--- config.mk ---
export PLATFORM = sky130hd
export DESIGN_NAME = ppu_timing
export DESIGN_NICKNAME = d
export VERILOG_FILES = /design/src/ppu_pkg.sv /design/src/ppu_timing.sv
export VERILOG_INCLUDE_DIRS = /design/src
export SDC_FILE = /design/constraint.sdc
export NUM_CORES = 1
export LEC_CHECK = 0
export BUFFER_PORTS_ARGS = -buffer_cell sky130_fd_sc_hd__buf_2
export CAP_MARGIN = 25
export CORE_MARGIN = 5
export CORE_UTILIZATION = 30
export DETAILED_ROUTE_END_ITERATION = 10
export HOLD_SLACK_MARGIN = 0.05
export PLACE_DENSITY = 0.67
export SYNTH_ARGS = -nofsm -noshare
export SYNTH_HDL_FRONTEND = slang
export SYNTH_SLANG_ARGS = --single-unit
--- constraint.sdc ---
create_clock -name clk -period 1.77 [get_ports clk]
set_clock_uncertainty 0.2 [all_clocks]
set_input_delay 0.354 -clock clk [delete_from_list [all_inputs] [get_ports clk]]
set_output_delay 0.354 -clock clk [all_outputs]
set_load 0.05 [all_outputs]
--- src/ppu_cfg.svh ---
`ifndef PPU_CFG_SVH
`define PPU_CFG_SVH

// Visible screen size in pixels
`define SCREEN_W 160
`define SCREEN_H 144

// Dots per line and lines per frame, VBlank included
`define LINE_DOTS 456
`define FRAME_LINES 154

// OAM scan length in dots, drawing starts right after
`define MODE2_DOTS 80

// VRAM is 8 KiB, byte addressed from 0x8000
`define VRAM_AW 13

`endif

--- src/ppu_pkg.sv ---
`include "ppu_cfg.svh"

package ppu_pkg;

  // PPU modes, encoded as on the real hardware
  typedef enum logic [1:0] {
    MODE_HBLANK,
    MODE_VBLANK,
    MODE_OAM,
    MODE_DRAW
  } ppu_mode_t;

  // Host register write opcode
  typedef enum logic [2:0] {
    REG_LCDC,
    REG_SCY,
    REG_SCX,
    REG_WY,
    REG_WX
  } reg_sel_t;

  // Background fetcher steps
  typedef enum logic [1:0] {
    FETCH_TILE,
    FETCH_LOW,
    FETCH_HIGH,
    FETCH_PUSH
  } fetch_state_t;

  typedef struct packed {
    logic [7:0] lcdc;
    logic [7:0] scy;
    logic [7:0] scx;
    logic [7:0] wy;
    logic [7:0] wx;
  } ppu_regs_t;

  typedef struct packed {
    reg_sel_t   sel;
    logic [7:0] data;
  } reg_wr_t;

  // Address is the offset from 0x8000
  typedef struct packed {
    logic [`VRAM_AW-1:0] addr;
    logic [7:0]          data;
  } vram_wr_t;

  typedef struct packed {
    ppu_mode_t  mode;
    logic [7:0] ly;
    logic       line_start;
    logic       frame_start;
  } ppu_time_t;

  typedef struct packed {
    logic [1:0] color;
    logic [7:0] x;
    logic [7:0] y;
  } pixel_t;

  // One row of a tile, two bit planes
  typedef struct packed {
    logic [7:0] low;
    logic [7:0] high;
  } tile_row_t;

endpackage

--- src/ppu_timing.sv ---
`include "ppu_cfg.svh"

module ppu_timing (
  input  logic               clk,
  input  logic               reset,
  input  ppu_pkg::ppu_regs_t regs,
  input  logic               line_done,
  output ppu_pkg::ppu_time_t ptime
);
  import ppu_pkg::*;

  logic [8:0] dot;
  logic [7:0] ly;
  logic [7:0] ly_next;
  ppu_mode_t  mode;
  logic       lcd_on;

  // LCDC bit 7 is the master enable
  assign lcd_on = regs.lcdc[7];

  // Line 153 wraps back to line 0
  assign ly_next = (ly == 8'(`FRAME_LINES - 1)) ? 8'd0 : ly + 8'd1;

  always_ff @(posedge clk or posedge reset) begin
    if (reset) begin
      dot  <= '0;
      ly   <= '0;
      mode <= MODE_OAM;
    end else if (!lcd_on) begin
      // LCD off, park at line 0 dot 0
      dot  <= '0;
      ly   <= '0;
      mode <= MODE_OAM;
    end else if (dot == 9'(`LINE_DOTS - 1)) begin
      if (mode == MODE_DRAW && !line_done) begin
        // Late line_done, stretch the line at its last dot
        dot <= dot;
      end else begin
        dot  <= '0;
        ly   <= ly_next;
        mode <= (ly_next < 8'(`SCREEN_H)) ? MODE_OAM : MODE_VBLANK;
      end
    end else begin
      dot <= dot + 9'd1;
      case (mode)
        MODE_OAM: begin
          if (dot == 9'(`MODE2_DOTS - 1)) begin
            mode <= MODE_DRAW;
          end
        end
        MODE_DRAW: begin
          // Drawing length is set by the pixel stream
          if (line_done) begin
            mode <= MODE_HBLANK;
          end
        end
        default: begin
          // HBlank and VBlank run to the end of the line
          mode <= mode;
        end
      endcase
    end
  end

  assign ptime.mode = mode;
  assign ptime.ly   = ly;
  // Last OAM dot, drawing begins on the next one
  assign ptime.line_start  = lcd_on && mode == MODE_OAM && dot == 9'(`MODE2_DOTS - 1);
  assign ptime.frame_start = lcd_on && ly == 8'd0 && dot == 9'd0;

endmodule

Word level (Yosys, flattened, before mapping) --
Index checks and enable logic that the tools add are counted.
Word-level totals: word-level logic and storage cells 41, output and inout port bits 12, register bits 19, bits of input ports 43
Operators by class: equal/unequal tests 11, $lt $le $gt $ge 1, muxes and demuxes 14, add/sub/neg operators 2, reductions and logical operators 10
Operators by type and width (number):
- 8-bit 2-to-1 mux | 4
- 9-bit 2-to-1 mux | 3
- 2-bit 2-to-1 mux | 6
- 9-bit by 1-bit adder with 9-bit output (second input constant) | 1
- 9-bit by 7-bit equality test with 1-bit output (second input constant) | 1
- 9-bit equality test (second input constant) | 1
- 9-bit zero test | 1
- 8-bit by 1-bit adder with 8-bit output (second input constant) | 1
- 8-bit equality test (second input constant) | 1
- 8-bit zero test | 1
- 8-bit < comparator (second input constant) | 1
- 4-bit != test (second input constant) | 2
- 1-bit logical AND | 5
- 2-bit equality test (second input constant) | 2
- 4-bit by 1-bit != test with 1-bit output (second input constant) | 1
- 2-bit one-hot mux with 2 select lines | 1
- 4-bit AND reduction | 1
- 3-bit != test (second input constant) | 1
- 2-bit by 1-bit != test with 1-bit output (second input constant) | 1
- 2-bit != test (second input constant) | 1
- 2-bit AND reduction | 1
- 1-bit zero test | 1

Logic depth before layout (Yosys ltp) --
word-level depth 7, gate-level depth with buffers 6, depth with buffers taken out 6

Least setup slack after synthesis --
Ideal clock, no wire load.
kind reg2out, start point reg ly[5], end point out ptime[0] (netlist bit), buffers on the path 0, cell stages (with the launch flop) 5, arrival time 2874 ps, slack -1658 ps, data required time 1216 ps, path through dfrtp_1 or2_1 nor3b_1 nand4_1 nor4b_1
RTL lines:
- from (decl) | line ppu_timing.sv:13 | logic [7:0] ly;
- from (signal assigned) | line ppu_timing.sv:40 | ly <= ly_next;
- to (decl) | line ppu_timing.sv:8 | output ppu_pkg::ppu_time_t ptime

==> qor.yml <==
global_route:
  track_usage: 0.127
  grt_max_degree: 20
  overflow: 0
  grt_pass1_wl_um: 5320
  grt_pass1_vias: 1205
  antenna_found_initial: 0
setup_path:
  crit_fanout: 2
  cp_slowest_cell: "dfrtp_1"
  critical-path-top-delay-family: "simple AND/OR/NAND/NOR gates"
  cp_num_buf_inv: 1
  worstPathRequired_ns: 1.22
  end_kind: "output pin"
  worst_path_largest_cell_delay_ns: 0.41
  crit_type: "register to output pin"
  crit_chain: "nor4_4 > nor3b_2 > nand4_1 > nor4b_4 > buf_6"
  start_kind: "register"
  crit_arrival_ns: 1.80
cts:
  clkLatencyLatePin_ns: 0.26
  cts.clk_slew.worst_paths_ns: 0.08
  cts_tree: "yes"
  htreeDepth: 1
  clock_sinks: 19
  cts.path.max_buffers: 2
  numCtsBuffers: 3
  clock-root-buffer: "clkbuf_8"
finish:
  final_nets: 224
  syn2layout_area_growth_pct: 53.5
  nFillCells: 341
  mostFrequentLayoutCells: "buf_4 (29), buf_2 (13), inv_1 (11), nand2_1 (10), dfrtp_1 (10)"
  instances_no_fill: 223
  post-route-util: 0.481
  drive_above_1_share: 0.503
  layout_commonest_cell: "buf_4"
  antenna_cells: 0
sta:
  max_freq_mhz: 424
  setup_viol: 12
  slew_headroom: 0.743
  tns_ns: -3.19
  worst_slack_ns: -0.588
  grt_setup_unrepaired: "true"
  fin_hold_ws_ns: 0.235
  period_needed_ns: 2.36
  slew_violations: 0
  hold_violations: 0
  worst_pin_slew_ns: 0.383
  min_period_over_period: 1.33
power_and_ir_drop:
  leakage_nw: 0.749
  power_density_nw_per_um2: 481
  pwr-share-clk: 0.360
  combinationalPowerShare: 0.122
  cellInternalPower_uw: 644
  p_sw_uw: 216
  ir_drop_mv: 0.223
  seqPwrFrac: 0.518
  power_switching_share: 0.251
place:
  dp_slack_ns: -0.578
  dp_hpwl_um: 2360
  portBuffers: 15
  dp.cells: 215
  gp_congestion: 0.831
yosys:
  netlist_area_um2: 1160
  syn_inst: 126
  ys_ff_latch: 19
  synth_ff_type: "dfrtp_1"
  seq_area_frac_synth: 0.410
  synth_edf_count: 0
  yosysWarnings: 0
  synthArstFlopShare: 1.00
  ys_types: 44
  synth_nets: 174
  avgSynthCellArea_um2: 9.24
routing:
  drc: 0
  routedWlPerCell_um: 15.4
  routed_wl_um: 3430
  ant_nets: 0
  avgViaCountPerCell: 5.25
  dr.first_iter.drc_count: 54
  first_pass_iters: 4
  routed-via-count: 1171
floorplan:
  die_h_um: 72.3
  die_x_um: 72.3
  row_count: 22
  pin_count: 55
  die_area_um2: 5220
  core_area_um2: 3720
  start_util: 0.313
job:
  cap_violations: 0
status:
  violations: "negative setup slack"
  status: "finished with violations"
min_path:
  min_path_type: "input port to register"
[routing by layer]
layer | share of wire | GRT usage | up-vias
met5 | 0 | 0 | -
met4 | 0.023 | 0.0376 | 0
met3 | 0.032 | 0.0249 | 8
met2 | 0.54 | 0.243 | 22
met1 | 0.41 | 0.138 | 578
li1 | - | - | 563
[synth_stat cells (all sizes together) (2+ instances only)]
master / number / area, µm²
a21oi: 7 / 35.0
and3: 2 / 12.5
dfrtp: 18 / 450
ha: 5 / 62.6
inv: 11 / 41.3
mux2i: 4 / 40.0
nand2: 11 / 41.3
nand2b: 3 / 21.3
nand3: 6 / 35.0
nand4: 4 / 25.0
nor2: 5 / 18.8
nor3: 4 / 20.0
nor4: 2 / 12.5
o21ai: 7 / 35.0
o22ai: 3 / 18.8
or2: 3 / 18.8
or3: 4 / 25.0
xnor2: 2 / 17.5
xor2: 4 / 35.0
[layout make-up]
type / count / area, µm² / share of cell area
repair buffers: 46 / 327 / 0.183
inverters: 11 / 41.3 / 0.0231
well taps: 48 / 60.1 / 0.0336
clock buffers: 4 / 45.0 / 0.0252
flip-flops and latches: 19 / 487 / 0.272
multi-input cells: 95 / 827 / 0.463
[per-stage QoR]
stage,total power [mW],area (µm²)
finish,0.860,1790
global route,0.890,1790
CTS,0.860,1700
detailed placement,0.544,1570
global placement,0.541,1570
floorplan,0.504,1240
[tightest hold or removal path: cells and delay by family]
| kind | cells | cell delay [ns] |
|---|---|---|
| AO/OA/AOI/OAI | 2 | 0.24 |
| buffers and inverters | 1 | 0.10 |
[cell families (layout without fill, tap and decap cells)]
logic type	count (synthesis)	in the layout	synth area share
and+or+nand+nor	52	52	0.260
AOI/OAI and AO/OA	28	28	0.157
DFF	19	19	0.410
buffers and inverters	12	61	0.0398
xor gates and xnor gates	6	6	0.0452
adders and majority gates	5	5	0.0538
muxes	4	4	0.0344
[timing repair]
| action | 4_1_cts | 5_1_grt |
|---|---|---|
| cloned | 0 | 0 |
| setup buffers | 2 | 2 |
| gates resized for setup | 13 | 14 |
| hold endpoints to repair | 18 | 0 |
| hold buffers | 1 | 0 |
| pin swaps | 8 | 10 |
| endpoints found under the setup margin | 12 | 17 |
[state kept, by name (all words and copies together) (netlist names)]
signal	count
mode	2
dot	9
ly	8
[power groups by stage]
stage / clock [mW] / combinational (mW) / sequential, mW
4_1_cts: 0.317 / 0.0978 / 0.445
5_1_grt: 0.328 / 0.115 / 0.446
3_5_place_dp: 0 / 0.0920 / 0.452
2_1_floorplan: 0 / 0.0514 / 0.452
3_3_place_gp: 0 / 0.0889 / 0.452
6_report: 0.309 / 0.105 / 0.446
[path summary, 6_finish.rpt]
kind	slack, ns	cells past startpoint	start	to
max	-0.59	5	dot[4]	ptime[0]
min reg2reg	0.38	2	ly[1]	ly[1]
min in group asynchronous	0.46	4	reset	dot[6]
max reg2reg	-0.27	6	ly[5]	ly[3]
max in group asynchronous	0.65	4	reset	mode[1]
min	0.24	3	line_done	mode[1]
(Power assumes the default switching activity.)
