--- config.mk ---
export PLATFORM = sky130hd
export DESIGN_NAME = pixel_fifo
export DESIGN_NICKNAME = d
export VERILOG_FILES = /design/src/ppu_pkg.sv /design/src/pixel_fifo.sv
export VERILOG_INCLUDE_DIRS = /design/src
export SDC_FILE = /design/constraint.sdc
export NUM_CORES = 1
export LEC_CHECK = 0
export ABC_AREA = 0
export BUFFER_PORTS_ARGS = -buffer_cell sky130_fd_sc_hd__buf_2
export CAP_MARGIN = 20
export CORE_AREA = 2 2 61 63
export CTS_BUF_LIST = sky130_fd_sc_hd__clkbuf_8
export DETAILED_ROUTE_END_ITERATION = 6
export DIE_AREA = 0 0 63 65
export PLACE_DENSITY_LB_ADDON = 0.12
export SLEW_MARGIN = 40
export SYNTH_ARGS = -nofsm -noshare
export SYNTH_HDL_FRONTEND = slang
export SYNTH_SLANG_ARGS = --single-unit
--- constraint.sdc ---
create_clock -name clk -period 2.5 [get_ports clk]
set_input_delay 0.75 -clock clk [delete_from_list [all_inputs] [get_ports clk]]
set_output_delay 0.75 -clock clk [all_outputs]
set_load 0.05 [all_outputs]
--- src/ppu_cfg.svh ---
`ifndef PPU_CFG_SVH
`define PPU_CFG_SVH

// Visible screen size in pixels
`define SCREEN_W 160
`define SCREEN_H 144

// Dots per line and lines per frame, VBlank included
`define LINE_DOTS 456
`define FRAME_LINES 154

// OAM scan length in dots, drawing starts right after
`define MODE2_DOTS 80

// VRAM is 8 KiB, byte addressed from 0x8000
`define VRAM_AW 13

`endif

--- src/ppu_pkg.sv ---
`include "ppu_cfg.svh"

package ppu_pkg;

  // PPU modes, encoded as on the real hardware
  typedef enum logic [1:0] {
    MODE_HBLANK,
    MODE_VBLANK,
    MODE_OAM,
    MODE_DRAW
  } ppu_mode_t;

  // Host register write opcode
  typedef enum logic [2:0] {
    REG_LCDC,
    REG_SCY,
    REG_SCX,
    REG_WY,
    REG_WX
  } reg_sel_t;

  // Background fetcher steps
  typedef enum logic [1:0] {
    FETCH_TILE,
    FETCH_LOW,
    FETCH_HIGH,
    FETCH_PUSH
  } fetch_state_t;

  typedef struct packed {
    logic [7:0] lcdc;
    logic [7:0] scy;
    logic [7:0] scx;
    logic [7:0] wy;
    logic [7:0] wx;
  } ppu_regs_t;

  typedef struct packed {
    reg_sel_t   sel;
    logic [7:0] data;
  } reg_wr_t;

  // Address is the offset from 0x8000
  typedef struct packed {
    logic [`VRAM_AW-1:0] addr;
    logic [7:0]          data;
  } vram_wr_t;

  typedef struct packed {
    ppu_mode_t  mode;
    logic [7:0] ly;
    logic       line_start;
    logic       frame_start;
  } ppu_time_t;

  typedef struct packed {
    logic [1:0] color;
    logic [7:0] x;
    logic [7:0] y;
  } pixel_t;

  // One row of a tile, two bit planes
  typedef struct packed {
    logic [7:0] low;
    logic [7:0] high;
  } tile_row_t;

endpackage

--- src/pixel_fifo.sv ---
`include "ppu_cfg.svh"

module pixel_fifo (
  input  logic               clk,
  input  logic               reset,
  input  logic               push,
  input  ppu_pkg::tile_row_t push_row,
  output logic               fifo_empty,
  input  logic [7:0]         ly,
  output logic               pix_valid,
  input  logic               pix_ready,
  output ppu_pkg::pixel_t    pix,
  output logic               line_done
);
  import ppu_pkg::*;

  tile_row_t  row_q;
  // Pixels left in the row
  logic [3:0] left;
  logic [7:0] x;
  logic [7:0] ly_q;
  // All 160 pixels of this line are out
  logic       line_full;
  logic       fire;

  assign fifo_empty = (left == 4'd0);
  assign pix_valid  = !fifo_empty;
  assign fire       = pix_valid && pix_ready;
  assign line_done  = fire && (x == 8'(`SCREEN_W - 1));

  // MSB first, high plane is the upper color bit
  assign pix.color = {row_q.high[7], row_q.low[7]};
  assign pix.x     = x;
  assign pix.y     = ly;

  always_ff @(posedge clk or posedge reset) begin
    if (reset) begin
      left      <= '0;
      x         <= '0;
      ly_q      <= '0;
      line_full <= 1'b0;
    end else if (ly != ly_q) begin
      // New line, start counting again
      ly_q      <= ly;
      left      <= '0;
      x         <= '0;
      line_full <= 1'b0;
    end else if (fire) begin
      left <= left - 4'd1;
      x    <= line_done ? 8'd0 : x + 8'd1;
      if (line_done) begin
        line_full <= 1'b1;
      end
    end else if (push && fifo_empty && !line_full) begin
      left <= 4'd8;
    end
  end

  // Row shifts left as pixels leave
  always_ff @(posedge clk) begin
    if (fire) begin
      row_q.low  <= {row_q.low[6:0], 1'b0};
      row_q.high <= {row_q.high[6:0], 1'b0};
    end else if (push && fifo_empty) begin
      row_q <= push_row;
    end
  end

endmodule

=== After elaboration in Yosys (flattened, before gate mapping) ===
Cells that the tools add are included.
W data, S select, Z words.

* Register bits: 37
* Bits of input ports: 28
* Output and inout port bits: 21

* $add $sub $neg: 2
* Equality and inequality tests: 2
* Multiplexer cells: 11
* Reductions and logical operators: 12

{| class="wikitable"
|+ Operator list
! cell !! number
|-
| $mux W16 || 2
|-
| $mux W8 || 3
|-
| $mux W4 || 3
|-
| $add A8 B1 Y8 const B || 1
|-
| $eq A8 B8 Y1 const B || 1
|-
| $ne A8 B8 Y1 || 1
|-
| $reduce_bool A2 Y1 || 3
|-
| $logic_and A1 B1 Y1 || 4
|-
| $logic_not A4 Y1 || 1
|-
| $sub A4 B1 Y4 const B || 1
|-
| $mux W1 || 3
|-
| $reduce_bool A3 Y1 || 1
|-
| $logic_not A1 Y1 || 2
|-
| $reduce_and A2 Y1 || 1
|}

=== Longest topological paths before layout ===
* Depth in word-level cells: 7
* Mapped depth: 7
* Gate-level depth less buffers: 7

=== Worst setup path after synthesis ===
No wires, ideal clock.

* Kind: reg2out
* From: reg left[0]
* To: out line_done
* Arrival: 1.910 ns
* Required time: 1.750 ns
* Path slack: -0.160 ns
* Stages on the path, launching flop included: 6
* Cells stage by stage: dfrtp_1 inv_1 ha_1 or3b_4 clkinv_4 nor4_4

* Cells in the longest elaborated chain, start to end: 4

{| class="wikitable"
|+ RTL lines
! item !! line !! text
|-
| from (decl) || pixel_fifo.sv:19 || <nowiki>logic [3:0] left;</nowiki>
|-
| from (signal assigned) || pixel_fifo.sv:49 || <nowiki>left <= left - 4'd1;</nowiki>
|-
| $logic_not A4 Y1 || pixel_fifo.sv:26 || <nowiki>assign fifo_empty = (left == 4'd0);</nowiki>
|-
| $logic_not A1 Y1 || pixel_fifo.sv:27 || <nowiki>assign pix_valid = !fifo_empty;</nowiki>
|-
| net pix_valid || pixel_fifo.sv:10 || <nowiki>output logic pix_valid,</nowiki>
|-
| $logic_and A1 B1 Y1 || pixel_fifo.sv:28 || <nowiki>assign fire = pix_valid && pix_ready;</nowiki>
|-
| $logic_and A1 B1 Y1 || pixel_fifo.sv:29 || <nowiki>assign line_done = fire && (x == 8'(`SCREEN_W - 1));</nowiki>
|-
| to (decl) || pixel_fifo.sv:13 || <nowiki>output logic line_done</nowiki>
|}

The timed path passes the listed nets, and every way through them passes these cells.

=== Final worst setup path ===
* From: reg left[1]
* To: out fifo_empty

* Cells in the longest elaborated chain, start to end: 1

{| class="wikitable"
|+ RTL lines
! item !! line !! text
|-
| $logic_not A4 Y1 || pixel_fifo.sv:26 ||
|-
| to (decl) || pixel_fifo.sv:8 || <nowiki>output logic fifo_empty,</nowiki>
|}

Every way passes these cells.

==> key figures <==
Synth
  • Synth async-reset ratio: 0.568
  • Main combinational cell family by area after synthesis: simple AND/OR/NAND/NOR gates
  • XOR/XNOR share of the synthesized area: 0.0595
  • Synthesis-stage register bit count: 37
  • Seq/Total Area, Yosys: 0.558
  • Yosys top cell area share: 0.298
  • Largest area contributor in the synthesized netlist: dfrtp_1
  • Post-synth top flop: dfrtp_1
  • Cells after Synth: 156
  • Synth Cell Area: 0.00177 mm²
  • Post-synth EDFFs: 14
  • Synth area leaders: dfrtp_1 (30%), edfxtp_1 (24%), a22o_1 (6.9%)
  • Fraction of the mapped netlist area in adder cells: 0.0213
  • Netlist cell types: 36
  • Synth Net Count: 187
  • Compound-Gate Fraction of Synth Area: 0.106
  • Proportion of synthesized area in mux cells: 0.00567
  • Synth Area in Simple Gates: 0.164
  • Synth warn: 0
  • Avg Inst Size Synth: 11.3 µm²

Timing
  • FMAX: 413 MHz
  • Final setup viols: 0
  • Fin. Hold Viols: 0
  • Setup TNS: 0 ns
  • Final min period: 2.42 ns
  • Final Cycle Share: 0.968
  • Final Max Slew Viols: 0
  • Slew margin rel.: 0.680
  • Setup Skew: 0.00629 ns
  • RSZ-0062 raised after global routing: no
  • Worst slew pin tran: 0.478 ns

Clocking
  • H-tree Lvls: 2
  • Clk slew on worst S/H paths: about 0.070 ns
  • Total CTS buffers: 5
  • Clock Sink Count: 37
  • Clk root buf: clkbuf_8
  • CTS Buffer Depth: 2
  • Hold-fix buffers, CTS: 0
  • CTS tree: done
  • Worst skew pair latency: 0.29 ns

Route
  • Drt via density: 5.35
  • Via count: 1301
  • Drt pass-1 iters: 4
  • Post-detailed-routing wire length: 3350 µm
  • Per-cell routed wire length: 13.8 µm
  • # DRC: 0
  • Post-detailed-route count of antenna-violating nets: 0
  • DRT iter0 DRCs: 20

Critical path
  • Kind of critical path: register to output port
  • Crit path to: fifo_empty
  • Worst EP arrival: 1.67 ns
  • Crit end category: output port
  • Worst-case reg-to-reg path depth: 8
  • FF-to-FF Start: left[1]
  • Nature of the critical path startpoint: register
  • R2R Setup Slk: 0.43 ns
  • R2r endpoint: x[5]
  • Setup crit start: left[1]
  • CP required: 1.75 ns
  • Critical Path Fanout Max: 6

Placed design
  • Placer Congestion: 0.797
  • Post-DP HPWL: ~2400 µm
  • Placed Cells: 234
  • PortBufs: 48
  • Post-placement cell area: 0.00199 mm²

Floorplan
  • Starting Density: 0.505
  • Die Y: between 60 and 70 µm
  • Die Width: 63 µm
  • Die area: 0.00410 mm²
  • # IOs: 49
  • # rows: 22
  • Core Area: 0.00350 mm²

Global route
  • Largest net degree at the start of global routing: 22
  • Gr usage total: 0.184
  • First-pass GRT wire length: 5710 µm
  • Grt ovf: 0
  • Number of global-route vias before repair: 1252
  • Antenna violations before repair: 0

Final layout
  • Fin area: 0.00209 mm²
  • Area growth syn-to-layout: 18.6%
  • Layout fillers: 315
  • Final nets: 225
  • Commonest non-fill, non-tap cell in the layout: buf_2
  • Non-Filler Instances: 243
  • Share of post-route cells with drive strength above 1: 0.369
  • Area of the multi-input gates: 633 µm²
  • Total inserted antenna cells: 0
  • Commonest non-fill, non-tap cells in the layout: buf_2 (46), dfrtp_1 (18), a22o_1 (14), edfxtp_1 (14), nand2_1 (13)
  • Storage element area: 990 µm²
  • Final core occ: 0.599

Pwr
  • Power Dens Cells: 563 mW/mm²
  • Worst VDD drop: 0.366 mV
  • P_leak: 0.932 nW

Run status
  • Outcome: completed

Flow run
  • Max-Cap Viols: 0

Min path
  • Worst min-delay path class: register to register
  • Worst Hold Launch: row_q[8]
==> kinds of logic after synthesis <==
| family | after synthesis |
|---|---|
| XOR/XNOR | 12 |
| AO/OA/AOI/OAI | 26 |
| AND/OR/NAND/NOR | 49 |
| flip-flops | 37 |
| adder cells (fa/ha/maj) | 3 |
| buffers and inverters | 28 |
| multiplexers | 1 |
==> state kept, by name, indices dropped and copies added (netlist names) <==
name,flops
line_full,1
row_q,14
x,8
pix,2
ly_q,8
left,4
==> how the worst min path moves through the flow <==
stage / cells after the start / to
final: 2 / row_q[8]
after global routing: 3 / line_full
after CTS: 3 / line_full
after detailed placement: 2 / row_q[8]
after global placement: 2 / row_q[0]
after floorplan: 2 / row_q[0]
==> layer usage <==
| metal | GRT usage | routed length [µm] |
|---|---|---|
| met5 | 0 | 0 |
| met4 | 0.0750 | 53 |
| met3 | 0.0521 | 188 |
| met2 | 0.314 | 1690 |
| met1 | 0.219 | 1420 |
==> worst max-delay path, cell delays in order, from the launching register on <==
cell and delay [ns]:
dfrtp_1 0.39, inv_1 0.09, ha_1 0.17, or3b_4 0.43, clkinv_8 0.08, clkbuf_4 0.22
==> layout make-up <==
cell class,instances,share of cell area
flip-flops and latches,37,0.473
multi-input cells,91,0.302
repair buffers,54,0.140
clock buffers,5,0.0329
well taps,48,0.0287
inverters,5,0.0149
clock inverters,3,0.00836
==> Yosys cell counts, types with 4 or more instances <==
master    count
nand3_1       4
nand3b_1      4
inv_1         4
buf_4        10
dfrtp_1      21
a21oi_1       6
edfxtp_1     14
xnor2_1       4
a22o_1       14
clkbuf_1     11
nor2_1        6
nand2_1      13
xor2_1        8
==> where the power goes <==
| part | total, mW | internal [mW] | switching (mW) |
|---|---|---|---|
| Combinational | 0.114 | 0.0412 | 0.0725 |
| Sequential | 0.666 | 0.658 | 0.00871 |
| Clock | 0.400 | 0.192 | 0.208 |
| Total | 1.18 | 0.891 | 0.289 |
==> through the flow <==
stage / hold slack, ns / setup WS, ns / power [mW]
after floorplan: 0.436 / 0.00874 / 0.764
after global placement: 0.447 / 0.183 / 0.789
after detailed placement: 0.467 / 0.161 / 0.795
after CTS: 0.477 / 0.0106 / 1.20
after global routing: 0.507 / 0.0153 / 1.24
final: 0.474 / 0.0811 / 1.18
==> repair_timing <==
action                     4_1_cts  5_1_grt
buffers inserted                 0        1
gates resized for setup          1        3
setup endpoints to repair        1        2
pin swaps                        0        0
(Power assumes the default switching activity.)
