File: config.mk
export PLATFORM = sky130hd
export DESIGN_NAME = ppu_regs
export DESIGN_NICKNAME = d
export VERILOG_FILES = /design/src/ppu_pkg.sv /design/src/ppu_regs.sv
export VERILOG_INCLUDE_DIRS = /design/src
export SDC_FILE = /design/constraint.sdc
export NUM_CORES = 1
export LEC_CHECK = 0
export ABC_AREA = 0
export BUFFER_PORTS_ARGS = -buffer_cell sky130_fd_sc_hd__buf_4
export CAP_MARGIN = 0
export CORE_AREA = 4 4 79 59
export CTS_CLUSTER_SIZE = 25
export DETAILED_ROUTE_END_ITERATION = 10
export DIE_AREA = 0 0 83 63
export MAX_ROUTING_LAYER = met4
export PLACE_DENSITY = 0.66
export SKIP_LAST_GASP = 1
export SLEW_MARGIN = 20
export SYNTH_ARGS = -nofsm -noshare
export SYNTH_HDL_FRONTEND = slang
export SYNTH_SLANG_ARGS = --single-unit
File: constraint.sdc
create_clock -name clk -period 2.4 [get_ports clk]
set_input_delay 0.12 -clock clk [delete_from_list [all_inputs] [get_ports clk]]
set_output_delay 0.12 -clock clk [all_outputs]
set_load 0.1 [all_outputs]
File: src/ppu_cfg.svh
`ifndef PPU_CFG_SVH
`define PPU_CFG_SVH

// Visible screen size in pixels
`define SCREEN_W 160
`define SCREEN_H 144

// Dots per line and lines per frame, VBlank included
`define LINE_DOTS 456
`define FRAME_LINES 154

// OAM scan length in dots, drawing starts right after
`define MODE2_DOTS 80

// VRAM is 8 KiB, byte addressed from 0x8000
`define VRAM_AW 13

`endif

File: src/ppu_pkg.sv
`include "ppu_cfg.svh"

package ppu_pkg;

  // PPU modes, encoded as on the real hardware
  typedef enum logic [1:0] {
    MODE_HBLANK,
    MODE_VBLANK,
    MODE_OAM,
    MODE_DRAW
  } ppu_mode_t;

  // Host register write opcode
  typedef enum logic [2:0] {
    REG_LCDC,
    REG_SCY,
    REG_SCX,
    REG_WY,
    REG_WX
  } reg_sel_t;

  // Background fetcher steps
  typedef enum logic [1:0] {
    FETCH_TILE,
    FETCH_LOW,
    FETCH_HIGH,
    FETCH_PUSH
  } fetch_state_t;

  typedef struct packed {
    logic [7:0] lcdc;
    logic [7:0] scy;
    logic [7:0] scx;
    logic [7:0] wy;
    logic [7:0] wx;
  } ppu_regs_t;

  typedef struct packed {
    reg_sel_t   sel;
    logic [7:0] data;
  } reg_wr_t;

  // Address is the offset from 0x8000
  typedef struct packed {
    logic [`VRAM_AW-1:0] addr;
    logic [7:0]          data;
  } vram_wr_t;

  typedef struct packed {
    ppu_mode_t  mode;
    logic [7:0] ly;
    logic       line_start;
    logic       frame_start;
  } ppu_time_t;

  typedef struct packed {
    logic [1:0] color;
    logic [7:0] x;
    logic [7:0] y;
  } pixel_t;

  // One row of a tile, two bit planes
  typedef struct packed {
    logic [7:0] low;
    logic [7:0] high;
  } tile_row_t;

endpackage

File: src/ppu_regs.sv
module ppu_regs (
  input  logic               clk,
  input  logic               reset,
  input  logic               reg_wr_valid,
  input  ppu_pkg::reg_wr_t   reg_wr,
  output ppu_pkg::ppu_regs_t regs
);
  import ppu_pkg::*;

  // Current register set, seen by timing and fetcher
  ppu_regs_t regs_q;

  // Writes are always accepted and land on the next edge
  always_ff @(posedge clk or posedge reset) begin
    if (reset) begin
      regs_q <= '0;
    end else if (reg_wr_valid) begin
      // Opcode picks which byte gets the data
      case (reg_wr.sel)
        REG_LCDC: begin
          regs_q.lcdc <= reg_wr.data;
        end
        REG_SCY: begin
          regs_q.scy <= reg_wr.data;
        end
        REG_SCX: begin
          // Only bits 7:3 matter downstream, whole tiles
          regs_q.scx <= reg_wr.data;
        end
        REG_WY: begin
          regs_q.wy <= reg_wr.data;
        end
        REG_WX: begin
          regs_q.wx <= reg_wr.data;
        end
        default: begin
          // Unused opcodes are ignored
          regs_q <= regs_q;
        end
      endcase
    end
  end

  assign regs = regs_q;

endmodule

# --- Yosys cells after proc, flatten, opt, wreduce, memory -nomap -nowiden ---
# Index checks and enable logic that the tools add are counted.
classes:
  eq_ne: 4
  reduce_logical: 6
op_table:
  columns: ["cell", "count"]
  rows:
  - ["2-bit AND reduction", 5]
  - ["3-bit by 2-bit equality test with 1-bit output, second input constant", 2]
  - ["3-bit by 1-bit equality test with 1-bit output, second input constant", 1]
  - ["3-bit equality test, second input constant", 1]
  - ["3-bit zero test", 1]
totals:
  ff_bits: 40
  out_inout_bits: 40
  wordCells: 15

# --- Longest topological paths before layout ---
# Gate-level depths: netlist (run 1).
depth:
  depth_word: 2
  ltp_mapped: 3

# --- Worst setup path after synthesis (run 1) ---
# OpenSTA, ideal clock, no wires.
synth_path:
  path_kind: "flip-flop to flip-flop"
  startpoint: "register, netlist name regs[10]"
  endpoint: "register regs_q, in the netlist regs[10]"
  setup_ps: 126
  arrival_time_ps: 1134
  slack_ps: 1140
  stages_incl_launch_ff: 2
  path_buffers: 0
  cell_sequence: "dfrtp_1 -> mux2_2"
synth_lines:
  columns: ["element", "line_no", "rtl"]
  rows:
  - ["to (signal assigned)", "ppu_regs.sv:38", "regs_q <= regs_q;"]
  - ["to (decl)", "ppu_regs.sv:11", "ppu_regs_t regs_q;"]

# --- Worst setup path in the final report (run 1) ---
layout_path:
  startpoint: "input reg_wr[8] (netlist bit)"
  endpoint: "register regs_q, in the netlist regs[32]"
layout_via:
  elab_chain_cells: 2
layout_lines:
  columns: ["element", "line_no", "rtl"]
  rows:
  - ["from (decl)", "ppu_regs.sv:5", "input ppu_pkg::reg_wr_t reg_wr,"]
  - ["3-bit zero test", "ppu_regs.sv:19", "case (reg_wr.sel)"]
  - ["2-bit AND reduction (no line)", null, null]
# No other way between the ends.
# A chain may end at the register's enable or synchronous reset.

==> results.txt, run 1 <==
WP data arrival -> 1350 ps
TritonRoute pass-1 iters -> 4
Global Route Usage Sum -> 0.143
Sink Count -> 40
r2r startpoint -> regs[24]$_DFFE_PP0P_
# hold bufs at CTS -> 1
Final Skew -> 0 ps
CP startpoint kind -> input port
fin util -> 0.560
Mapped Nets -> 103
Placed Cells -> 195
Total Nets Final -> 165
Critical Path Source -> reg_wr[8]
Skew-Pair Late Insertion Delay -> 290 ps
Starting Density -> 0.398
non-filler instance count after layout -> 204
max cap viols -> 0
Post-Syn Area per Cell -> 17.2 sq um
Post-synth EDFFs -> 0
clk buf depth -> 2
htree depth -> 2
RD Place Congestion -> 0.721
Die X -> 83 um
ranking of synthesized cells by area -> dfrtp_1 (65%), mux2_2 (29%), nor4bb_1 (2.0%)
register bit count reported by yosys -> 40
Post-CTS Setup Inserts -> 0
Residual DRC -> 0
DR vias -> 981
reg-to-reg setup timing slack -> 1620 ps
maximum VDD drop -> 0.000877 V
fmax -> 0.850 GHz
Slew HR -> 0.511
Synth async-reset ratio -> 1.00
FF-to-FF path depth -> 1
synth-to-layout area growth -> 40.7%
Ant. Diodes -> 0
detailed placer's ending HPWL -> 2.48 mm
Synth Flop Type -> dfrtp_1
vias in the first global route -> 1,061
CTS tree -> yes
Power per Cell Area -> 1400 nW/um^2
IO Port Bufs -> 53
CTS Root Cell -> clkbuf_8
CTS Buf Count -> 5
Detailed Route Iter0 Violations -> 21
Rows -> 19
hold crit path type -> input port to flip-flop
die area -> 5230 sq um
Worst-path clk slew -> 80 ps
post-synthesis cell type count -> 7
final hold slack -> 87.3 ps
num ports -> 54
Fin. Hold Viols -> 0
Critical Path Sink Type -> flip-flop
Ys Warns -> 0
Worst Tran Pin Value -> 730 ps
Seq/Total Area, Yosys -> 0.653
Worst setup endpoint -> regs[32]$_DFFE_PP0P_
CP Class -> input port to flip-flop
Routed WL per cell -> 16.6 um
Gates resized, CTS repair -> 0
minimum clock period -> 1180 ps
Reg-to-Reg End -> regs[24]$_DFFE_PP0P_
max reg flops -> 40
Final Setup Violations -> 0
Antenna Nets Post-Route -> 0
vias per std cell -> 4.81
Max FO, Critical Path -> 8
min-delay src -> reg_wr[5]
final wirelength -> 3.38 mm
global-route wire length before repair -> 5.64 mm
gr ovfl total -> 0
pin count of the biggest net entering global routing -> 41
status -> finished clean
Post-Route Setup TNS -> 0 ps
Die H -> 63 um
Tcrit/Tclk final -> 0.490
post-synth top area cell -> dfrtp_1
CP required -> 2580 ps
core area -> 3850 sq um
layout cells sized above 1 -> 0.717
cell area after synthesis -> 1530 sq um
initial antenna violation count -> 0
RSZ-0062 raised after global routing -> no
pins over their slew limit -> 0
Leak Pwr -> 1.00 nW
top cells by count, synth -> dfrtp_1 (40), mux2_2 (40), buf_2 (3), nor4bb_1 (3)
top cell type's share of synthesized area -> 0.653
post-synthesis cell count -> 89
## per-layer routing
metal  routed length, um  global-route usage  share of wire
met1                1530               0.183           0.45
met2                1550               0.218           0.46
met3                 273              0.0540          0.081
met4                  19              0.0306         0.0056
met5                   0                   -              0
## kinds of logic after synthesis
kind of cell,count (synthesis),share of synthesized area
multiplexers,40,0.294
flip-flops,40,0.653
AND/OR/NAND/NOR,5,0.0408
buffers and inverters,4,0.0122
## metrics by stage
stage                     power [mW]  instance area [sq um]  worst slack (ps)
after floorplan                 2.16                   1530              1140
after global placement          2.49                   2030               937
after detailed placement        2.50                   2030               906
after CTS                       3.06                   2160              1220
after global routing            3.14                   2160              1170
final                           3.03                   2160              1220
## layout make-up
class	count	area [sq um]
clock buffers	5	68.8
clock inverters	3	47.5
fillers	334	1700
inverters	1	3.75
multi-input cells	45	532
flip-flops and latches	40	1000
well taps	52	65.1
repair buffers	58	438
## cell usage in the layout (no fill, tap or decap)
cell type,n
buf_4,57
mux2_2,40
dfrtp_1,40
clkbuf_8,5
nor4bb_2,3
clkinv_4,2
nand4b_1,1
inv_1,1
nor4b_4,1
bufinv_16,1
dlygate4sd3_1,1
## how the worst min path moves through the flow
stage | end | slack [ps] | cells after the start
6_report | regs[29]$_DFFE_PP0P_ | 90 | 2
5_1_grt | regs[26]$_DFFE_PP0P_ | 80 | 2
4_1_cts | regs[29]$_DFFE_PP0P_ | 80 | 2
3_5_place_dp | regs[7]$_DFFE_PP0P_ | 280 | 3
3_3_place_gp | regs[31]$_DFFE_PP0P_ | 270 | 3
2_1_floorplan | regs[10]$_DFFE_PP0P_ | 270 | 1
## where the power goes
group	internal (mW)	total, mW	switching, mW
clock	0.313	0.549	0.236
combinational	0.321	1.57	1.25
sequential	0.822	0.904	0.0815
## critical path, cell delays in order
cell,delay (ps)
buf_4,140
nor4b_4,680
mux2_2,410
Power figures use the tool's default switching activity.
==> run 2, diff against run 1 <==
- ABC_AREA: 0 -> 1
- CORE_AREA: 4 4 79 59 -> 4 4 82 61
- DIE_AREA: 0 0 83 63 -> 0 0 86 65
- PLACE_DENSITY: 0.66 -> 0.68
- clock period: 2.4 -> 1 ns (I/O delays scaled with it)
==> run 2 against run 1 <==
Compared with the run above:
- hold slack worse by 77 ps
- final area up 15%
- synthesized cell count up 110%
- die area up 6.9%
- sequential power up 150%
- synthesized area up 8.0%
- power up 130%
- non-clock buffer count up 2
- core utilization up 2.7 points
- cell count up 49%
==> results.txt, run 2 <==
die area -> 5590 sq um (was 5230 sq um)
Die H -> 65 um (was 63 um)
Max Used Layer -> met4 (unchanged)
CP required -> 950 ps (was 2580 ps)
Reg-to-Reg End -> regs[39]$_DFFE_PP0P_ (was regs[24]$_DFFE_PP0P_)
CP Class -> flip-flop to output port (was input port to flip-flop)
r2r startpoint -> regs[39]$_DFFE_PP0P_ (was regs[24]$_DFFE_PP0P_)
max reg flops -> 40 (unchanged)
synth-to-layout area growth -> 49.9% (was 40.7%)
Final Skew -> 0 ps (unchanged)
register bit count reported by yosys -> 40 (unchanged)
Die X -> 86 um (was 83 um)
Skew-Pair Late Insertion Delay -> 300 ps (was 290 ps)
CTS tree -> yes (unchanged)
Fin. Hold Viols -> 0 (unchanged)
Post-Syn Area per Cell -> 9.05 sq um (was 17.2 sq um)
global-route wire length before repair -> 7.36 mm (was 5.64 mm)
ranking of synthesized cells by area -> dfrtp_1 (60%), nand2_1 (21%), nand3_1 (9.7%) (was dfrtp_1 (65%), mux2_2 (29%), nor4bb_1 (2.0%))
max cap viols -> 0 (unchanged)
metal3 WL -> 353 um (was 273 um)
pin count of the biggest net entering global routing -> 41 (unchanged)
crit-path cells -> buf_8 (was buf_4, nor4b_4, mux2_2)
met1 WL -> 1.99 mm (was 1.53 mm)
pins over their slew limit -> 0 (unchanged)
DR vias -> 1,452 (was 981)
Post-CTS Setup Inserts -> 0 (unchanged)
Starting Density -> 0.391 (was 0.398)
delay-heaviest family, CP -> flip-flops (was simple AND/OR/NAND/NOR gates)
min-delay src -> reg_wr[7] (was reg_wr[5])
Placed Cells -> 294 (was 195)
cell area after synthesis -> 1660 sq um (was 1530 sq um)
Total Nets Final -> 261 (was 165)
detailed placer's ending HPWL -> 3.10 mm (was 2.48 mm)
CP max-delay cell -> dfrtp_2 (was nor4b_4)
Tcrit/Tclk final -> 0.970
Worst-path clk slew -> 80 ps (about the same)
TritonRoute pass-1 iters -> 4 (unchanged)
Rows -> 20 (was 19)
status -> finished clean (unchanged)
Routed WL per cell -> 14.2 um (was 16.6 um)
Ant. Diodes -> 0 (unchanged)
Detailed Route Iter0 Violations -> 94 (was 21)
Buf+Inv Stages, Crit Path -> 1 (unchanged)
Final Setup Violations -> 0 (unchanged)
Critical Path Sink Type -> output port (was flip-flop)
RD Place Congestion -> 0.793 (was 0.721)
hold crit path type -> input port to flip-flop (unchanged)
Ys Warns -> 0 (unchanged)
Placement Setup Slack -> 149 ps (was 906 ps)
Seq/Total Area, Yosys -> 0.605 (was 0.653)
gr ovfl total -> 0 (unchanged)
Synth async-reset ratio -> 1.00 (unchanged)
Slew HR -> 0.825 (was 0.511)
num ports -> 54 (unchanged)
delay of the slowest critical-path stage -> 440 ps (was 680 ps)
top cell type's share of synthesized area -> 0.605 (was 0.653)
reg-to-reg setup timing slack -> 320 ps (was 1620 ps)
Worst Tran Pin Value -> 262 ps (was 730 ps)
htree depth -> 2 (unchanged)
final wirelength -> 4.31 mm (was 3.38 mm)
Power per Cell Area -> 2760 nW/um^2 (was 1400 nW/um^2)
Met2 Routed Length -> 1.87 mm (was 1.55 mm)
post-synth top area cell -> dfrtp_1 (unchanged)
placed cell area -> 2220 sq um (was 2030 sq um)
clk buf depth -> 2 (unchanged)
Synth Flop Type -> dfrtp_1 (unchanged)
dominant cell by count in the synthesized netlist -> nand2_1
Residual DRC -> 0 (unchanged)
Worst Hold Depth -> 3 (was 2)
most common cell after layout, fill and taps aside -> nand2_1 (was buf_4)
Leak Pwr -> 1.27 nW (was 1.00 nW)
Mapped Nets -> 197 (was 103)
Post-Route Setup TNS -> 0 ps (unchanged)
CP startpoint kind -> flip-flop (was input port)
layout cells sized above 1 -> 0.484 (was 0.717)
initial antenna violation count -> 0 (unchanged)
Final Power -> 6.85 mW (was 3.03 mW)
Finished Cell Area -> 2480 sq um (was 2160 sq um)
post-route worst setup slack -> 29.8 ps (was 1220 ps)
CTS Buf Count -> 5 (unchanged)
WP data arrival -> 920 ps (was 1350 ps)
IO Port Bufs -> 53 (unchanged)
maximum VDD drop -> 0.00126 V (was 0.000877 V)
Global Route Usage Sum -> 0.178 (was 0.143)
CTS Root Cell -> clkbuf_8 (unchanged)
Sink Count -> 40 (unchanged)
Max FO, Critical Path -> 2 (was 8)
WHS Endpoint -> regs[15]$_DFFE_PP0P_ (was regs[29]$_DFFE_PP0P_)
post-synthesis cell count -> 183 (was 89)
FF-to-FF path depth -> 2 (was 1)
non-filler instance count after layout -> 303 (was 204)
fmax -> 1.03 GHz
RSZ-0062 raised after global routing -> no (unchanged)
Post-synth EDFFs -> 0 (unchanged)
Antenna Nets Post-Route -> 0 (unchanged)
post-synthesis cell type count -> 10 (was 7)
minimum clock period -> 970 ps
most frequent cells in the layout -> nand2_1 (92), dfrtp_2 (40), buf_6 (38) (was buf_4 (57), mux2_2 (40), dfrtp_1 (40))
top cells by count, synth -> nand2_1 (92), dfrtp_1 (40), nand3_1 (32) (was dfrtp_1 (40), mux2_2 (40), buf_2 (3), nor4bb_1 (3))
vias in the first global route -> 1,465 (was 1,061)
core area -> 4230 sq um (was 3850 sq um)
vias per std cell -> 4.79 (was 4.81)
==> run 2: final cells by class <==
cell class | instances | area (sq um)
multi-input cells | 133 | 606
inverters | 7 | 26.3
flip-flops and latches | 40 | 1050
fillers | 384 | 1750
well taps | 55 | 68.8
clock inverters | 1 | 7.51
clock buffers | 7 | 86.3
repair buffers | 60 | 636
==> run 2: worst max path at each step <==
stage / startpoint / endpoint / slack, ps / depth (start not counted)
after CTS: regs[35]$_DFFE_PP0P_ / regs[35] / 0.03 / 1
after detailed placement: reg_wr[8] / regs[39]$_DFFE_PP0P_ / 150 / 5
after global placement: reg_wr[10] / regs[25]$_DFFE_PP0P_ / 180 / 6
final: regs[39]$_DFFE_PP0P_ / regs[39] / 30 / 1
after floorplan: reset / regs[0]$_DFFE_PP0P_ / -50 / 1
after global routing: regs[32]$_DFFE_PP0P_ / regs[32] / 3 / 1
==> run 2: where the power goes <==
group | total [mW] | switching, mW | internal [mW]
Combinational | 3.50 | 2.71 | 0.798
Sequential | 2.22 | 0.242 | 1.98
Clock | 1.12 | 0.562 | 0.561
Total | 6.85 | 3.51 | 3.34
==> run 2: what timing repair did <==
action / CTS / global route
hold buffers: 1 / 0
gates resized for setup: 25 / 17
pin swaps: 0 / 0
endpoints found under the hold margin: 40 / 0
setup endpoints to repair: 25 / 17
==> run 2: stage by stage <==
stage	hold slack, ps	util
final	9.99	0.587
after global routing	12.2	0.587
after CTS	1.99	0.572
after detailed placement	133	0.525
after global placement	130	0.525
after floorplan	160	-
==> run 2: metal layers <==
metal | up-vias | global-route usage
met1 | 673 | 0.234
met4 | 0 | 0.0731
met5 | - | -
met2 | 59 | 0.256
li1 | 709 | -
met3 | 11 | 0.0559
==> run 2: worst reg2reg max path, cell delays in order (launching register included) <==
cell and delay (ps):
dfrtp_2 440, nand2_1 80, nand2_1 50
==> run 2: cells by family after synthesis <==
kind of cell	count (synthesis)	share of synthesized area
buf+inv	10	0.0295
flops	40	0.605
simple gates	133	0.366
==> run 3, diff against run 2 <==
--- a/config.mk
+++ b/config.mk
@@ -15,5 +15,5 @@
 export DIE_AREA = 0 0 86 65
 export MAX_ROUTING_LAYER = met4
-export PLACE_DENSITY = 0.68
+export PLACE_DENSITY = 0.72
 export SKIP_LAST_GASP = 1
 export SLEW_MARGIN = 20
==> constraint.sdc (replaced) <==
create_clock -name clk -period 1.1 [get_ports clk]
set_input_delay 0.055 -clock clk [delete_from_list [all_inputs] [get_ports clk]]
set_output_delay 0.055 -clock clk [all_outputs]
set_load 0.05 [all_outputs]
==> run 3 against run 2 <==
Compared with the run above:
- sequential cell count did not move
- sequential power fell by 14%
- critical path depth did not move
- global-route usage fell by 2.1 points
- cell count fell by 0.66%
- non-clock buffer count fell by 2
- critical endpoint is now regs[37]
==> results.txt, run 3 (same netlist as run 2, synthesis figures left out) <==
status -> finished clean (unchanged)
Rows -> 20 (unchanged)
RD Place Congestion -> 0.807 (was 0.793)
DR vias -> 1,412 (was 1,452)
pins over their slew limit -> 0 (unchanged)
Comb pwr share -> 0.396 (was 0.512)
Die X -> 86 um (unchanged)
num ports -> 54 (unchanged)
CTS Buf Count -> 5 (unchanged)
clock group share of total power -> 0.208 (was 0.164)
placed cell area -> 2150 sq um (was 2220 sq um)
minimum clock period -> 945 ps
pin count of the biggest net entering global routing -> 41 (unchanged)
initial antenna violation count -> 0 (unchanged)
CTS Root Cell -> clkbuf_8 (unchanged)
Sw Share -> 0.424 (was 0.513)
CP Class -> flip-flop to output port (unchanged)
max cap viols -> 0 (unchanged)
Final Setup Violations -> 0 (unchanged)
vias in the first global route -> 1,323 (was 1,465)
Antenna Nets Post-Route -> 0 (unchanged)
IO Port Bufs -> 53 (unchanged)
fmax -> 1.06 GHz
Total Nets Final -> 259 (was 261)
Detailed Route Iter0 Violations -> 62 (was 94)
Internal -> 2.78 mW (was 3.34 mW)
Worst Tran Pin Value -> 268 ps (was 262 ps)
Die H -> 65 um (unchanged)
Critical Path Sink Type -> output port (unchanged)
die area -> 5590 sq um (unchanged)
WP data arrival -> 890 ps (was 920 ps)
non-filler instance count after layout -> 301 (was 303)
htree depth -> 2 (unchanged)
maximum VDD drop -> 0.00120 V (was 0.00126 V)
Power per Cell Area -> 2130 nW/um^2 (was 2760 nW/um^2)
CTS tree -> yes (unchanged)
Routed WL per cell -> 13.7 um (was 14.2 um)
Slew HR -> 0.821 (was 0.825)
Met2 Routed Length -> 1.81 mm (was 1.87 mm)
delay of the slowest critical-path stage -> 400 ps (was 440 ps)
reg-to-reg setup timing slack -> 460 ps (was 320 ps)
most common cell after layout, fill and taps aside -> nand2_1 (unchanged)
Leak Pwr -> 1.27 nW (about the same)
vias per std cell -> 4.69 (was 4.79)
CP required -> 1040 ps (was 950 ps)
metal3 WL -> 358 um (was 353 um)
Final Skew -> 0 ps (unchanged)
Finished Cell Area -> 2260 sq um (was 2480 sq um)
Max Used Layer -> met4 (unchanged)
clk buf depth -> 2 (unchanged)
layout cells sized above 1 -> 0.321 (was 0.484)
Skew-Pair Late Insertion Delay -> 280 ps (was 300 ps)
final hold slack -> 17.3 ps (was 9.99 ps)
delay-heaviest family, CP -> flip-flops (unchanged)
Tcrit/Tclk final -> 0.859
RSZ-0062 raised after global routing -> no (unchanged)
Post-Route Setup TNS -> 0 ps (unchanged)
Residual DRC -> 0 (unchanged)
Buf+Inv Stages, Crit Path -> 1 (unchanged)
Flop pwr share -> 0.396 (was 0.324)
Fin. Hold Viols -> 0 (unchanged)
Max FO, Critical Path -> 2 (unchanged)
final wirelength -> 4.14 mm (was 4.31 mm)
core area -> 4230 sq um (unchanged)
CP max-delay cell -> dfrtp_1 (was dfrtp_2)
synth-to-layout area growth -> 36.4% (was 49.9%)
global-route wire length before repair -> 6.49 mm (was 7.36 mm)
Worst-path clk slew -> 80 ps (about the same)
Starting Density -> 0.391 (unchanged)
max reg flops -> 40 (unchanged)
detailed placer's ending HPWL -> 3.04 mm (was 3.10 mm)
hold crit path type -> input port to flip-flop (unchanged)
CP startpoint kind -> flip-flop (unchanged)
Global Route Usage Sum -> 0.157 (was 0.178)
met1 WL -> 1.95 mm (was 1.99 mm)
most frequent cells in the layout -> nand2_1 (92), buf_4 (55), dfrtp_1 (40) (was nand2_1 (92), dfrtp_2 (40), buf_6 (38))
Sink Count -> 40 (unchanged)
crit-path cells -> buf_4 (was buf_8)
TritonRoute pass-1 iters -> 4 (unchanged)
Ant. Diodes -> 0 (unchanged)
Placed Cells -> 292 (was 294)
fin util -> 0.534 (was 0.587)
Psw -> 2.04 mW (was 3.51 mW)
gr ovfl total -> 0 (unchanged)
==> run 3: layout make-up <==
| type | instances | area (sq um) |
|---|---|---|
| clock buffer | 6 | 82.6 |
| inverter | 7 | 26.3 |
| fill | 411 | 1970 |
| timing repair buffer | 58 | 463 |
| multi-input combinational | 133 | 606 |
| clock inverter | 2 | 10.0 |
| sequential | 40 | 1000 |
| tap | 55 | 68.8 |
==> run 3: power groups by stage <==
stage                     logic (mW)  clock network, mW  registers (mW)
after floorplan                0.304                  0            2.89
after global placement          1.90                  0            1.94
after detailed placement        1.92                  0            1.94
after CTS                       1.93               1.03            1.91
after global routing            2.01               1.09            1.95
final                           1.91               1.00            1.91
==> run 3: per-layer routing <==
metal,up-vias,track usage
li1,702,-
met1,659,0.218
met2,49,0.222
met3,2,0.0508
met4,0,0.0395
met5,-,-
==> run 3: worst paths after layout <==
path                                            from              endpoint  cells after the start
worst min-delay path                       reg_wr[7]  regs[15]$_DFFE_PP0P_                      3
worst max-delay path            regs[37]$_DFFE_PP0P_              regs[37]                      1
worst min register to register  regs[27]$_DFFE_PP0P_  regs[27]$_DFFE_PP0P_                      2
min in group asynchronous                      reset  regs[17]$_DFFE_PP0P_                      4
worst max register to register  regs[37]$_DFFE_PP0P_  regs[37]$_DFFE_PP0P_                      2
max in group asynchronous                      reset  regs[34]$_DFFE_PP0P_                      4
==> run 3: stage by stage <==
step	total power, mW	worst slack (ps)
2_1_floorplan	3.20	127
3_3_place_gp	3.84	240
6_report	4.82	155
4_1_cts	4.87	144
3_5_place_dp	3.86	197
5_1_grt	5.04	125
==> run 3: what timing repair did <==
| item | in CTS | in global routing |
|---|---|---|
| gates resized for setup | 0 | 0 |
| endpoints found under the hold margin | 40 | 0 |
| hold buffers | 1 | 0 |
| setup buffers | 0 | 0 |
